## config.mk

```make
export PLATFORM = sky130hd
export DESIGN_NAME = pcie_cfg_top
export DESIGN_NICKNAME = d
export VERILOG_FILES = /design/src/common/pcie_cfg_pkg.sv /design/src/cfg_cmd_port.sv /design/src/regs/pcie_cfg_regfile.sv /design/src/cfg_mgmt_ctrl.sv /design/src/status_clear_timer.sv /design/src/pcie_cfg_top.sv
export VERILOG_INCLUDE_DIRS = /design/src /design/src/common
export SDC_FILE = /design/constraint.sdc
export NUM_CORES = 1
export LEC_CHECK = 0
export BUFFER_PORTS_ARGS = -buffer_cell sky130_fd_sc_hd__buf_2
export CAP_MARGIN = 20
export CORE_AREA = 2 2 212 214
export CTS_BUF_LIST = sky130_fd_sc_hd__clkbuf_16
export DETAILED_ROUTE_END_ITERATION = 10
export DIE_AREA = 0 0 214 216
export PLACE_DENSITY = 0.53
export SLEW_MARGIN = 0
export SYNTH_ARGS = -nofsm -noshare
export SYNTH_HDL_FRONTEND = slang
export SYNTH_SLANG_ARGS = --single-unit
```

## constraint.sdc

```tcl
create_clock -name clk_pcie -period 4.2 [get_ports clk_pcie]
set_input_delay 0.42 -clock clk_pcie [delete_from_list [all_inputs] [get_ports clk_pcie]]
set_output_delay 0.42 -clock clk_pcie [all_outputs]
set_load 0.05 [all_outputs]
```

## src/common/pcie_cfg_macros.svh

```systemverilog
// Register map offsets, magic values and auto-clear defaults shared by the RTL and testbench
`ifndef PCIE_CFG_MACROS_SVH
`define PCIE_CFG_MACROS_SVH

// ----------------------------------------
// Magic words and map size
// ----------------------------------------
`define PCIE_CFG_RW_MAGIC       16'h6745    // Read-write space +0
`define PCIE_CFG_RO_MAGIC       16'h2301    // Read-only space +0
`define PCIE_CFG_MAP_BYTES      16          // Bytes in each space

// ----------------------------------------
// Read-write byte offsets
// ----------------------------------------
`define PCIE_CFG_RW_CTRL        2           // Start bits and auto-clear enables
`define PCIE_CFG_RW_DI          4           // Mgmt write data
`define PCIE_CFG_RW_ADDR        8           // dwaddr, write flags, byte_en
`define PCIE_CFG_RW_TIMER       12          // Auto-clear interval

// ----------------------------------------
// Read-only byte offsets
// ----------------------------------------
`define PCIE_CFG_RO_SPECIAL     2           // Live mgmt enables
`define PCIE_CFG_RO_ID          4           // Bus, device, function
`define PCIE_CFG_RO_COMMAND     6
`define PCIE_CFG_RO_STATUS      8
`define PCIE_CFG_RO_RDINFO      10          // Last access addr, valid, byte_en
`define PCIE_CFG_RO_RDDATA      12          // Last access data

// ----------------------------------------
// Auto-clear defaults
// ----------------------------------------
`define PCIE_CFG_TIMER_DEFAULT  32'd62500   // 1 ms at 62.5 MHz
`define PCIE_CFG_AUTO_CMD_DI    16'h0406    // Command register bits to set
`define PCIE_CFG_AUTO_STATUS_DI 16'hff00    // Write-one-to-clear status bits
`define PCIE_CFG_AUTO_DWADDR    10'd1       // Command/status dword

`endif

```

## src/common/pcie_cfg_pkg.sv

```systemverilog
// Packed struct types for the config-control block, imported by the RTL and the testbench
package pcie_cfg_pkg;

    // Decoded host command, value and mask already in register order
    typedef struct packed {
        logic        rd;
        logic        wr;
        logic [15:0] addr;          // Bit 15 selects read-write space
        logic [15:0] value;
        logic [15:0] mask;
    } cfg_cmd_t;

    typedef struct packed {
        logic [15:0] addr;
        logic [15:0] data;          // Byte-swapped register bits
    } cfg_rsp_t;

    // Outputs to the core's config-management port
    typedef struct packed {
        logic        rd_en;
        logic        wr_en;
        logic [31:0] di;
        logic [9:0]  dwaddr;
        logic [3:0]  byte_en;
        logic        wr_readonly;
        logic        wr_rw1c_as_rw;
    } mgmt_req_t;

    typedef struct packed {
        logic [31:0] do_data;       // Read data from the core
        logic        rd_wr_done;
    } mgmt_rsp_t;

    typedef struct packed {
        logic [7:0]  bus;
        logic [4:0]  device;
        logic [2:0]  func;
        logic [15:0] command;
        logic [15:0] status;
    } pcie_status_t;

    typedef struct packed {
        logic start_rd;
        logic start_wr;
        logic status_cl_en;
        logic command_en;
    } rw_ctrl_t;

    // Last completed mgmt access
    typedef struct packed {
        logic        valid;
        logic [9:0]  addr;
        logic [3:0]  byte_en;
        logic [31:0] data;
    } cfgrd_result_t;

endpackage

```

## src/cfg_cmd_port.sv

```systemverilog
// Host command port that splits 64-bit command words and returns registered read responses
`timescale 1ns/10ps

module cfg_cmd_port
    import pcie_cfg_pkg::*;
(
    input  logic        clk_pcie,
    input  logic        rst,
    input  logic        i_cmd_valid,
    input  logic [63:0] i_cmd_data,
    output cfg_cmd_t    o_cmd,
    input  logic [15:0] i_rd_data,         // Window from the regfile
    output logic        o_rsp_valid,
    output cfg_rsp_t    o_rsp
);

    // ----------------------------------------
    // Command decode
    // ----------------------------------------
    always_comb
    begin
        o_cmd.rd    = i_cmd_valid & i_cmd_data[12];
        o_cmd.wr    = i_cmd_valid & i_cmd_data[13];
        o_cmd.addr  = i_cmd_data[31:16];
        o_cmd.mask  = {i_cmd_data[39:32], i_cmd_data[47:40]};    // First byte to upper half
        o_cmd.value = {i_cmd_data[55:48], i_cmd_data[63:56]};
    end

    // ----------------------------------------
    // Response
    // ----------------------------------------
    always_ff @(posedge clk_pcie)
    begin
        if (rst)
        begin
            o_rsp_valid <= 1'b0;
        end
        else
        begin
            o_rsp_valid <= o_cmd.rd;
        end
    end

    // Old value is returned when a word both reads and writes
    always_ff @(posedge clk_pcie)
    begin
        if (o_cmd.rd)
        begin
            o_rsp.addr <= o_cmd.addr;
            o_rsp.data <= {i_rd_data[7:0], i_rd_data[15:8]};
        end
    end

    // Read-write space windows are known from reset on
    a_rw_read_known: assert property (
        @(posedge clk_pcie) disable iff (rst)
        (o_cmd.rd && o_cmd.addr[15]) |-> !$isunknown(i_rd_data)
    );

endmodule

```

## src/regs/pcie_cfg_regfile.sv

```systemverilog
// Register file holding the read-write map and assembling the read-only map for host access
`timescale 1ns/10ps
`include "pcie_cfg_macros.svh"

module pcie_cfg_regfile
    import pcie_cfg_pkg::*;
(
    input  logic          clk_pcie,
    input  logic          rst,
    input  cfg_cmd_t      i_cmd,
    output logic [15:0]   o_rd_data,
    input  pcie_status_t  i_status,
    input  logic [1:0]    i_mgmt_live,      // {wr_en, rd_en} as seen by the core
    input  cfgrd_result_t i_result,
    input  logic          i_take_rd,
    input  logic          i_take_wr,
    input  logic          i_expire,
    output rw_ctrl_t      o_ctrl,
    output mgmt_req_t     o_mgmt_fields,
    output logic [31:0]   o_timer_limit
);

    localparam int MAP_BITS  = `PCIE_CFG_MAP_BYTES * 8;
    localparam int CTRL_BIT  = `PCIE_CFG_RW_CTRL * 8;
    localparam int DI_BIT    = `PCIE_CFG_RW_DI * 8;
    localparam int ADDR_BIT  = `PCIE_CFG_RW_ADDR * 8;
    localparam int TIMER_BIT = `PCIE_CFG_RW_TIMER * 8;

    logic [MAP_BITS-1:0]    rw_q;
    logic [MAP_BITS-1:0]    ro;
    logic [MAP_BITS+15:0]   rd_space;          // Zero pad so the last window ends in 0
    logic [6:0]             bit_off;
    logic                   in_range;
    logic                   wr_hit;
    logic [MAP_BITS-1:0]    wr_mask;
    logic [MAP_BITS-1:0]    wr_data;

    // ----------------------------------------
    // Read-only map
    // ----------------------------------------
    always_comb
    begin
        ro = '0;
        ro[15:0] = `PCIE_CFG_RO_MAGIC;
        ro[`PCIE_CFG_RO_SPECIAL*8 +: 2] = i_mgmt_live;
        ro[`PCIE_CFG_RO_ID*8 +: 16] = {i_status.func, i_status.device, i_status.bus};
        ro[`PCIE_CFG_RO_COMMAND*8 +: 16] = i_status.command;
        ro[`PCIE_CFG_RO_STATUS*8 +: 16] = i_status.status;
        ro[`PCIE_CFG_RO_RDINFO*8 +: 10] = i_result.addr;
        ro[`PCIE_CFG_RO_RDINFO*8 + 11] = i_result.valid;           // Bit 10 reserved
        ro[`PCIE_CFG_RO_RDINFO*8 + 12 +: 4] = i_result.byte_en;
        ro[`PCIE_CFG_RO_RDDATA*8 +: 32] = i_result.data;
    end

    // ----------------------------------------
    // Host window
    // ----------------------------------------
    assign bit_off  = {i_cmd.addr[3:0], 3'b000};
    assign in_range = i_cmd.addr[14:0] < 15'(`PCIE_CFG_MAP_BYTES);
    assign rd_space = {16'h0000, (i_cmd.addr[15] ? rw_q : ro)};
    assign o_rd_data = in_range ? rd_space[bit_off +: 16] : 16'h0000;

    assign wr_hit  = i_cmd.wr & i_cmd.addr[15] & in_range;
    assign wr_mask = MAP_BITS'(i_cmd.mask) << bit_off;     // Bits past the map fall off
    assign wr_data = MAP_BITS'(i_cmd.value) << bit_off;

    always_ff @(posedge clk_pcie)
    begin
        if (rst)
        begin
            rw_q                       <= '0;
            rw_q[15:0]                 <= `PCIE_CFG_RW_MAGIC;
            rw_q[CTRL_BIT + 4]         <= 1'b1;                   // status_cl_en
            rw_q[CTRL_BIT + 5]         <= 1'b1;                   // command_en
            rw_q[ADDR_BIT + 12 +: 4]   <= 4'hf;                   // All bytes enabled
            rw_q[TIMER_BIT +: 32]      <= `PCIE_CFG_TIMER_DEFAULT;
        end
        else
        begin
            if (wr_hit)
            begin
                rw_q <= (rw_q & ~wr_mask) | (wr_data & wr_mask);
            end
            if (i_take_rd)
            begin
                rw_q[CTRL_BIT + 0] <= 1'b0;
            end
            if (i_take_wr)
            begin
                rw_q[CTRL_BIT + 1] <= 1'b0;
            end
            // Periodic status clear and command set, overrides a take of start_wr
            if (i_expire)
            begin
                rw_q[CTRL_BIT + 1]       <= 1'b1;
                rw_q[DI_BIT +: 32]       <= {`PCIE_CFG_AUTO_STATUS_DI, `PCIE_CFG_AUTO_CMD_DI};
                rw_q[ADDR_BIT +: 10]     <= `PCIE_CFG_AUTO_DWADDR;
                rw_q[ADDR_BIT + 10]      <= 1'b0;
                rw_q[ADDR_BIT + 11]      <= 1'b0;
                rw_q[ADDR_BIT + 12 +: 4] <= {rw_q[CTRL_BIT + 4], 1'b0,
                                             rw_q[CTRL_BIT + 5], rw_q[CTRL_BIT + 5]};
            end
        end
    end

    // ----------------------------------------
    // Field outputs
    // ----------------------------------------
    assign o_ctrl.start_rd     = rw_q[CTRL_BIT + 0];
    assign o_ctrl.start_wr     = rw_q[CTRL_BIT + 1];
    assign o_ctrl.status_cl_en = rw_q[CTRL_BIT + 4];
    assign o_ctrl.command_en   = rw_q[CTRL_BIT + 5];

    assign o_mgmt_fields.rd_en         = 1'b0;             // Driven by mgmt control
    assign o_mgmt_fields.wr_en         = 1'b0;
    assign o_mgmt_fields.di            = rw_q[DI_BIT +: 32];
    assign o_mgmt_fields.dwaddr        = rw_q[ADDR_BIT +: 10];
    assign o_mgmt_fields.wr_readonly   = rw_q[ADDR_BIT + 10];
    assign o_mgmt_fields.wr_rw1c_as_rw = rw_q[ADDR_BIT + 11];
    assign o_mgmt_fields.byte_en       = rw_q[ADDR_BIT + 12 +: 4];

    assign o_timer_limit = rw_q[TIMER_BIT +: 32];

endmodule

```

## src/cfg_mgmt_ctrl.sv

```systemverilog
// Config-management sequencer that starts single dword reads or writes and captures the result
`timescale 1ns/10ps

module cfg_mgmt_ctrl
    import pcie_cfg_pkg::*;
(
    input  logic          clk_pcie,
    input  logic          rst,
    input  cfg_cmd_t      i_cmd,           // Host activity holds the timer
    input  rw_ctrl_t      i_ctrl,
    input  mgmt_req_t     i_fields,
    input  mgmt_rsp_t     i_mgmt,
    output mgmt_req_t     o_mgmt,
    output logic          o_take_rd,
    output logic          o_take_wr,
    output logic          o_timer_en,
    output cfgrd_result_t o_result
);

    logic        rd_en_q;
    logic        wr_en_q;
    logic        busy;
    logic        done;
    logic        res_valid_q;
    logic [9:0]  res_addr_q;
    logic [3:0]  res_byte_en_q;
    logic [31:0] res_data_q;

    assign done = i_mgmt.rd_wr_done;
    assign busy = rd_en_q | wr_en_q;

    // Pending start waits until the current access ends
    assign o_take_rd = ~done & ~busy & i_ctrl.start_rd;
    assign o_take_wr = ~done & ~busy & ~i_ctrl.start_rd & i_ctrl.start_wr;

    always_ff @(posedge clk_pcie)
    begin
        if (rst)
        begin
            rd_en_q     <= 1'b0;
            wr_en_q     <= 1'b0;
            res_valid_q <= 1'b0;
        end
        else if (done)
        begin
            rd_en_q     <= 1'b0;
            wr_en_q     <= 1'b0;
            res_valid_q <= 1'b1;
        end
        else if (o_take_rd || o_take_wr)
        begin
            rd_en_q     <= o_take_rd;
            wr_en_q     <= o_take_wr;
            res_valid_q <= 1'b0;                       // New access hides the old result
        end
    end

    always_ff @(posedge clk_pcie)
    begin
        if (done)
        begin
            res_addr_q    <= i_fields.dwaddr;
            res_byte_en_q <= i_fields.byte_en;
            res_data_q    <= i_mgmt.do_data;
        end
    end

    always_comb
    begin
        o_mgmt       = i_fields;
        o_mgmt.rd_en = rd_en_q & ~done;                // Drop in the done cycle
        o_mgmt.wr_en = wr_en_q & ~done;
    end

    assign o_result = '{valid: res_valid_q, addr: res_addr_q,
                        byte_en: res_byte_en_q, data: res_data_q};

    assign o_timer_en = (i_ctrl.status_cl_en | i_ctrl.command_en) & ~i_cmd.rd & ~i_cmd.wr
                      & ~i_ctrl.start_rd & ~i_ctrl.start_wr & ~busy;

    a_one_access: assert property (
        @(posedge clk_pcie) disable iff (rst)
        !(rd_en_q && wr_en_q)
    );

endmodule

```

## src/status_clear_timer.sv

```systemverilog
// Idle-cycle counter that pulses expire once per programmed interval for status auto-clear
`timescale 1ns/10ps

module status_clear_timer
(
    input  logic        clk_pcie,
    input  logic        rst,
    input  logic        i_count_en,        // Idle and auto-clear enabled
    input  logic [31:0] i_limit,
    output logic        o_expire
);

    logic [31:0] count_q;

    always_ff @(posedge clk_pcie)
    begin
        if (rst)
        begin
            count_q  <= '0;
            o_expire <= 1'b0;
        end
        else
        begin
            o_expire <= 1'b0;
            if (i_count_en && !o_expire)           // Hold one cycle after firing
            begin
                if (count_q < i_limit)
                begin
                    count_q <= count_q + 32'd1;
                end
                else
                begin
                    count_q  <= '0;
                    o_expire <= 1'b1;
                end
            end
        end
    end

    a_expire_pulse: assert property (
        @(posedge clk_pcie) disable iff (rst)
        o_expire |=> !o_expire
    );

endmodule

```

## src/pcie_cfg_top.sv

```systemverilog
// Top level of the PCIe config-control block, connects command port, regfile, mgmt control and timer
`timescale 1ns/10ps

module pcie_cfg_top
    import pcie_cfg_pkg::*;
(
    input  logic         clk_pcie,
    input  logic         rst,
    // Host command and response
    input  logic         i_cmd_valid,
    input  logic [63:0]  i_cmd_data,
    output logic         o_rsp_valid,
    output cfg_rsp_t     o_rsp,
    // PCIe core
    input  pcie_status_t i_status,
    input  mgmt_rsp_t    i_mgmt,
    output mgmt_req_t    o_mgmt
);

    cfg_cmd_t      cmd;
    logic [15:0]   rd_data;
    rw_ctrl_t      ctrl;
    mgmt_req_t     mgmt_fields;
    mgmt_req_t     mgmt_req;           // Gated requests, also fed back as live enables
    logic [31:0]   timer_limit;
    cfgrd_result_t result;
    logic          take_rd;
    logic          take_wr;
    logic          timer_en;
    logic          expire;

    assign o_mgmt = mgmt_req;

    cfg_cmd_port cfg_cmd_port_inst (
        .clk_pcie    (clk_pcie),
        .rst         (rst),
        .i_cmd_valid (i_cmd_valid),
        .i_cmd_data  (i_cmd_data),
        .o_cmd       (cmd),
        .i_rd_data   (rd_data),
        .o_rsp_valid (o_rsp_valid),
        .o_rsp       (o_rsp)
    );

    pcie_cfg_regfile pcie_cfg_regfile_inst (
        .clk_pcie      (clk_pcie),
        .rst           (rst),
        .i_cmd         (cmd),
        .o_rd_data     (rd_data),
        .i_status      (i_status),
        .i_mgmt_live   ({mgmt_req.wr_en, mgmt_req.rd_en}),
        .i_result      (result),
        .i_take_rd     (take_rd),
        .i_take_wr     (take_wr),
        .i_expire      (expire),
        .o_ctrl        (ctrl),
        .o_mgmt_fields (mgmt_fields),
        .o_timer_limit (timer_limit)
    );

    cfg_mgmt_ctrl cfg_mgmt_ctrl_inst (
        .clk_pcie   (clk_pcie),
        .rst        (rst),
        .i_cmd      (cmd),
        .i_ctrl     (ctrl),
        .i_fields   (mgmt_fields),
        .i_mgmt     (i_mgmt),
        .o_mgmt     (mgmt_req),
        .o_take_rd  (take_rd),
        .o_take_wr  (take_wr),
        .o_timer_en (timer_en),
        .o_result   (result)
    );

    status_clear_timer status_clear_timer_inst (
        .clk_pcie   (clk_pcie),
        .rst        (rst),
        .i_count_en (timer_en),
        .i_limit    (timer_limit),
        .o_expire   (expire)
    );

endmodule

```

==> out/metrics.yaml, run 1 <==
worst_hold_path:
  hp-class: "in -> reg"
  min_path_cells: 1
  min_from: "i_mgmt[9]"
  min_to: "cfg_mgmt_ctrl_inst.res_data_q[8]"
cts:
  clk_latency_ns: 0.58
  cts-buffers-inserted: 29
  hold_buffers: 3
  post-cts-setup-buffers: 0
  cts_tree: "done"
  clk_pin_slew_worst_paths_ns: 0.06
  ctsResizeCount: 0
  clockBufferDepth: 3
  htreeDepth: 1
  clockRootBuffer: "clkbuf_16"
  cts_sinks: 243
routing:
  drtPass1Iterations: 5
  drc: 0
  vias_per_cell: 5.77
  wire_per_inst_microns: 24.9
  num_vias: 13000
  final_antenna_net_count: 0
  drt_wl_total_mm: 56.2
  drt_iter0_drc: 1303
timing:
  fin_setup_tns_ns: 0
  fmax_mhz: 320
  rsz0062_at_grt: "false"
  finalMaxSlewViolations: 0
  fin_crit_ns: 3.13
  period_share_pct: 74.4
  slew_headroom_pct: 28.7
  final-setup-viol-count: 0
  worstMarginPinSlew_ns: 1.06
  finalHoldViolations: 0
  skew_ns: 0.0320
critical_path:
  r2r_end: "status_clear_timer_inst.o_expire"
  r2r_cells: 8
  cp_max_fo: 27
  cp.arrival_ns: 3.62
  cp-end-kind: "flip-flop"
  cp_data_required_time_ns: 4.69
  startpoint_type: "flip-flop"
  regToRegSetupSlack_ns: 1.07
  path_class: "reg -> reg"
yosys:
  avgSynthCellArea_sq_um: 9.99
  syn_nets: 1699
  ys_seq_area_share_pct: 37.2
  synth_cells: 1519
  synth_seq_cells: 243
  ys_async_sr_fraction_pct: 0
  synth_warnings: 0
  synth_edf_count: 78
  synth_flop_cell: "dfxtp_1"
  synth_cell_type_count: 68
  synth_area_sq_um: 15200
finish:
  drive_gt1_share_pct: 27.3
  areaGrowthSynthToFinish_pct: 13.8
  num-nets-final: 1819
die:
  boundaryPins: 231
  fp.dieH_microns: 216
  core_area_sq_um: 43800
  fp.dieW_microns: 214
  die_area_sq_um: 46200
  initial_core_util_pct: 34.6
  rows: 77
place:
  port_buffers: 216
  hpwl_mm: 42.6
  gp_congestion: 0.908
job:
  cap_violations: 0
global_route:
  track_usage_pct: 23.9
  grt_pass1_wl_mm: 82.9
  grt-ovfl-total: 0
  grt_pass1_vias: 12400
  grt_max_degree: 124
  antenna_found_initial: 11
pwr:
  p_leak_nw: 6.15
  peakVddDrop_v: 0.000295
  p_per_area_nw_per_um2: 326
  power.total_mw: 5.63
status:
  status: "finished clean"
where the power goes:
part / internal, mW / leakage (nW) / switching (mW)
logic: 0.275 / 3.61 / 0.450
registers: 2.47 / 2.07 / 0.0318
clock network: 1.35 / 0.465 / 1.05
area by class of cell:
class / count / area, sq um
Inverter: 47 / 176
Timing Repair Buffer: 247 / 1390
Sequential cell: 243 / 5650
Clock buffer: 30 / 751
Multi-Input combinational cell: 1071 / 8410
Antenna cell: 6 / 15.0
Tap cell: 592 / 741
Clock inverter: 24 / 135
Fill cell: 4350 / 26600
worst max path at each step:
stage / cells past startpoint / slack (ns) / from / to
2_1_floorplan: 9 / 1.97 / flip-flop / status_clear_timer_inst.count_q[15]
3_3_place_gp: 8 / 1.11 / flip-flop / status_clear_timer_inst.o_expire
3_5_place_dp: 8 / 1.12 / flip-flop / status_clear_timer_inst.count_q[7]
4_1_cts: 8 / 1.11 / flip-flop / status_clear_timer_inst.count_q[7]
5_1_grt: 8 / 0.89 / flip-flop / status_clear_timer_inst.count_q[30]
6_report: 8 / 1.07 / flip-flop / status_clear_timer_inst.o_expire
critical path: stages (launching register included):
cell and delay [ns]:
dfxtp_1 0.39, inv_1 0.09, ha_1 0.31, nand2_1 0.09
nor4_1 0.54, o2111ai_1 0.24, a311o_1 0.41, a21oi_4 0.77
nor2b_1 0.21
placed cells by master, fill, tap and decap left out, drive strengths merged, types with 42 or more instances in the layout:
| cell type | instances |
|---|---|
| a21oi | 104 |
| buf | 243 |
| dfxtp | 165 |
| edfxtp | 78 |
| inv | 57 |
| mux2i | 57 |
| mux4 | 102 |
| nand2 | 131 |
| nor2 | 145 |
| nor3 | 136 |
| o21ai | 42 |
logic make-up (layout without fill, tap and decap cells):
| family | Yosys count | after routing | synth area share (%) |
|---|---|---|---|
| simple gates | 541 | 541 | 17.7 |
| compound gates | 284 | 284 | 12.5 |
| flops | 243 | 243 | 37.2 |
| buf+inv | 205 | 348 | 7.35 |
| mux | 188 | 188 | 21.1 |
| fa+ha+maj | 32 | 32 | 2.64 |
| xor+xnor | 26 | 26 | 1.50 |
| other cells | 0 | 6 | 0 |
cell usage after synthesis (9+ instances only):
cell,instances,share of area [%]
nand2_1,130,3.2
mux2_2,29,2.2
ha_1,32,2.6
a22oi_1,25,1.2
a21oi_1,103,3.4
inv_1,46,1.1
a211oi_1,9,0.45
nand4_1,19,0.78
o21ai_0,41,1.4
edfxtp_1,78,15
xor2_1,9,0.52
nor3_2,20,1.3
a311o_1,11,0.73
buf_2,39,1.3
o211ai_1,9,0.45
xnor2_1,17,0.98
nor3_1,115,3.8
mux4_2,102,15
nor2_1,141,3.5
dfxtp_1,165,22
clkbuf_1,45,1.1
nor2b_1,14,0.58
nand3_1,36,1.2
buf_4,63,3.1
a311oi_1,14,0.81
nand2b_1,14,0.58
a22o_1,26,1.5
and2_1,12,0.49
mux2i_1,57,3.8
stage by stage:
| step | setup slack, ns | instances | utilization [%] | instance area, sq um | hold slack [ns] |
|---|---|---|---|---|---|
| 3_3_place_gp | 1.11 | 2197 | 37.3 | 16300 | 0.454 |
| 2_1_floorplan | 1.97 | 1519 | - | 15200 | 0.431 |
| 4_1_cts | 1.11 | 2254 | 39.3 | 17200 | 0.00139 |
| 6_report | 1.07 | 2260 | 39.4 | 17300 | 0.0162 |
| 5_1_grt | 0.892 | 2256 | 39.4 | 17300 | 0.0149 |
| 3_5_place_dp | 1.12 | 2197 | 37.3 | 16300 | 0.464 |
routing by layer:
metal	routed length (microns)	share of wire [%]	track usage [%]
met4	2390	4.3	9.91
met5	25	0.045	0
met2	23700	42	35.4
met3	6170	11	6.38
met1	23800	42	32.9
(Power assumes the default switching activity.)
==> run 2: changes to the inputs <==
--- a/config.mk
+++ b/config.mk
@@ -12,7 +12,7 @@
 export CTS_BUF_LIST = sky130_fd_sc_hd__clkbuf_16
 export DETAILED_ROUTE_END_ITERATION = 10
 export DIE_AREA = 0 0 214 216
-export PLACE_DENSITY = 0.53
+export PLACE_DENSITY = 0.55
 export SLEW_MARGIN = 0
 export SYNTH_ARGS = -nofsm -noshare
 export SYNTH_HDL_FRONTEND = slang
==> constraint.sdc (replaced) <==
create_clock -name clk_pcie -period 2.7 [get_ports clk_pcie]
set_input_delay 0.27 -clock clk_pcie [delete_from_list [all_inputs] [get_ports clk_pcie]]
set_output_delay 0.27 -clock clk_pcie [all_outputs]
set_load 0.05 [all_outputs]
==> out/metrics.yaml, run 2 (synthesis gave the netlist of run 1 again) <==
die:
  rows: 77
  boundaryPins: 231
  die_area_sq_um: 46200
  fp.dieW_microns: 214
  fp.dieH_microns: 216
  initial_core_util_pct: 34.6
  core_area_sq_um: 43800
timing:
  period_share_pct: 92.3
  fin_crit_ns: 2.49
  fmax_mhz: 401
  fin_setup_tns_ns: 0
  skew_ns: 0.0139
  finalMaxSlewViolations: 0
  rsz0062_at_grt: "false"
  hold_ws_ns: 0.0255
  slew_headroom_pct: 49.6
  worstMarginPinSlew_ns: 0.756
  final-setup-viol-count: 0
  finalHoldViolations: 0
global_route:
  antenna_found_initial: 6
  grt_pass1_vias: 12900
  grt-ovfl-total: 0
  grt_pass1_wl_mm: 85.8
  track_usage_pct: 24.9
  grt_max_degree: 133
routing:
  drtPass1Iterations: 5
  num_vias: 13600
  drc: 0
  vias_per_cell: 5.76
  wire_per_inst_microns: 24.9
  final_antenna_net_count: 0
  drt_iter0_drc: 1456
  drt_wl_total_mm: 58.7
finish:
  areaGrowthSynthToFinish_pct: 20.4
  layout_common_cells: "212 x buf_2, 165 x dfxtp_1, 141 x nor2_1, 130 x nand2_1, 115 x nor3_1"
  n_fill_cell: 4215
  seqCellArea_sq_um: 5650
  postLayoutCoreUtil_pct: 41.7
  multi_input_area_sq_um: 8430
  num-nets-final: 1922
  design_area_sq_um: 18300
  final_common_cell: "buf_2"
  drive_gt1_share_pct: 29.8
  finalNonFillerCells: 2355
critical_path:
  path_class: "reg -> reg"
  cp_max_fo: 22
  cp_data_required_time_ns: 3.10
  cp-end-kind: "flip-flop"
  startpoint_type: "flip-flop"
  cp.arrival_ns: 2.89
cts:
  clk_latency_ns: 0.56
  cts_sinks: 243
  post-cts-setup-buffers: 0
  cts-buffers-inserted: 27
  cts_tree: "done"
  clockRootBuffer: "clkbuf_16"
  clk_pin_slew_worst_paths_ns: 0.06
  clockBufferDepth: 3
  htreeDepth: 1
place:
  postPlaceCellArea_sq_um: 16900
  dp.cells: 2262
  port_buffers: 216
  hpwl_mm: 45.1
  gp_congestion: 0.889
pwr:
  p_per_area_nw_per_um2: 488
  p_leak_nw: 6.65
  peakVddDrop_v: 0.000429
status:
  status: "finished clean"
worst_hold_path:
  hp-class: "in -> reg"
job:
  cap_violations: 0
[run 2: cell count changes in the layout (fill, tap and decap cells not counted), moves of 3 or more]
cell           previous run  this run
bufinv_16                 1         4
buf_12                    4        12
clkinvlp_2                0         3
dlygate4sd3_1             3        43
inv_1                    53        49
diode_2                   6         2
clkinv_1                  9         2
buf_4                    27        84
clkbuf_16                30        27
[run 2: cell type report]
| class | count | area share, % |
|---|---|---|
| antenna | 2 | 0.0274 |
| clock buffer | 27 | 3.70 |
| clock inverter | 21 | 1.16 |
| inverter | 47 | 0.966 |
| multi-input combinational | 1071 | 46.2 |
| sequential | 243 | 30.9 |
| tap | 592 | 4.06 |
| timing repair buffer | 352 | 13.0 |
[run 2: repair_timing]
item / in CTS / in global routing
hold endpoints to repair: 43 / 0
hold buffers: 43 / 0
gates resized for setup: 0 / 3
endpoints found under the setup margin: 0 / 29
[run 2: metal layers]
layer / share of wire, % / track usage (%) / vias up
met3: 10 / 5.82 / 108
li1: - / - / 6092
met5: 0.032 / 0 / -
met4: 3.9 / 9.81 / 4
met2: 44 / 38.1 / 653
met1: 42 / 33.9 / 6706
[run 2: where the power goes]
| group | switching, mW | internal [mW] | leakage, nW | total (mW) |
|---|---|---|---|---|
| sequential | 0.0506 | 3.85 | 2.07 | 3.90 |
| clock | 1.59 | 2.20 | 0.437 | 3.79 |
| combinational | 0.719 | 0.508 | 4.14 | 1.23 |
| total | 2.36 | 6.56 | 6.65 | 8.92 |
[run 2: worst max-delay path, cell delays in order, from the launching register on]
cell and delay, ns:
dfxtp_1 0.41, inv_1 0.09, ha_1 0.30, nand2_1 0.12
nor4_4 0.36, o2111ai_1 0.20, a311o_1 0.40, a21oi_4 0.20
buf_12 0.19, nor3_1 0.07
[run 2: through the flow]
step,setup slack [ns],power (mW)
final,0.209,8.92
after global placement,0.113,5.13
after floorplan,0.474,4.68
after CTS,0.0318,8.96
after global routing,0.0558,9.19
after detailed placement,0.0412,5.14
[run 2: path summary, 6_finish.rpt]
check	from	endpoint	slack, ns	cells after the start
worst max-delay path	flip-flop	status_clear_timer_inst.count_q[28]	0.21	9
worst min-delay path	i_cmd_data[44]	flip-flop	0.03	3
worst max register to register	flip-flop	status_clear_timer_inst.count_q[28]	0.21	9
worst min register to register	flip-flop	flip-flop	0.49	2
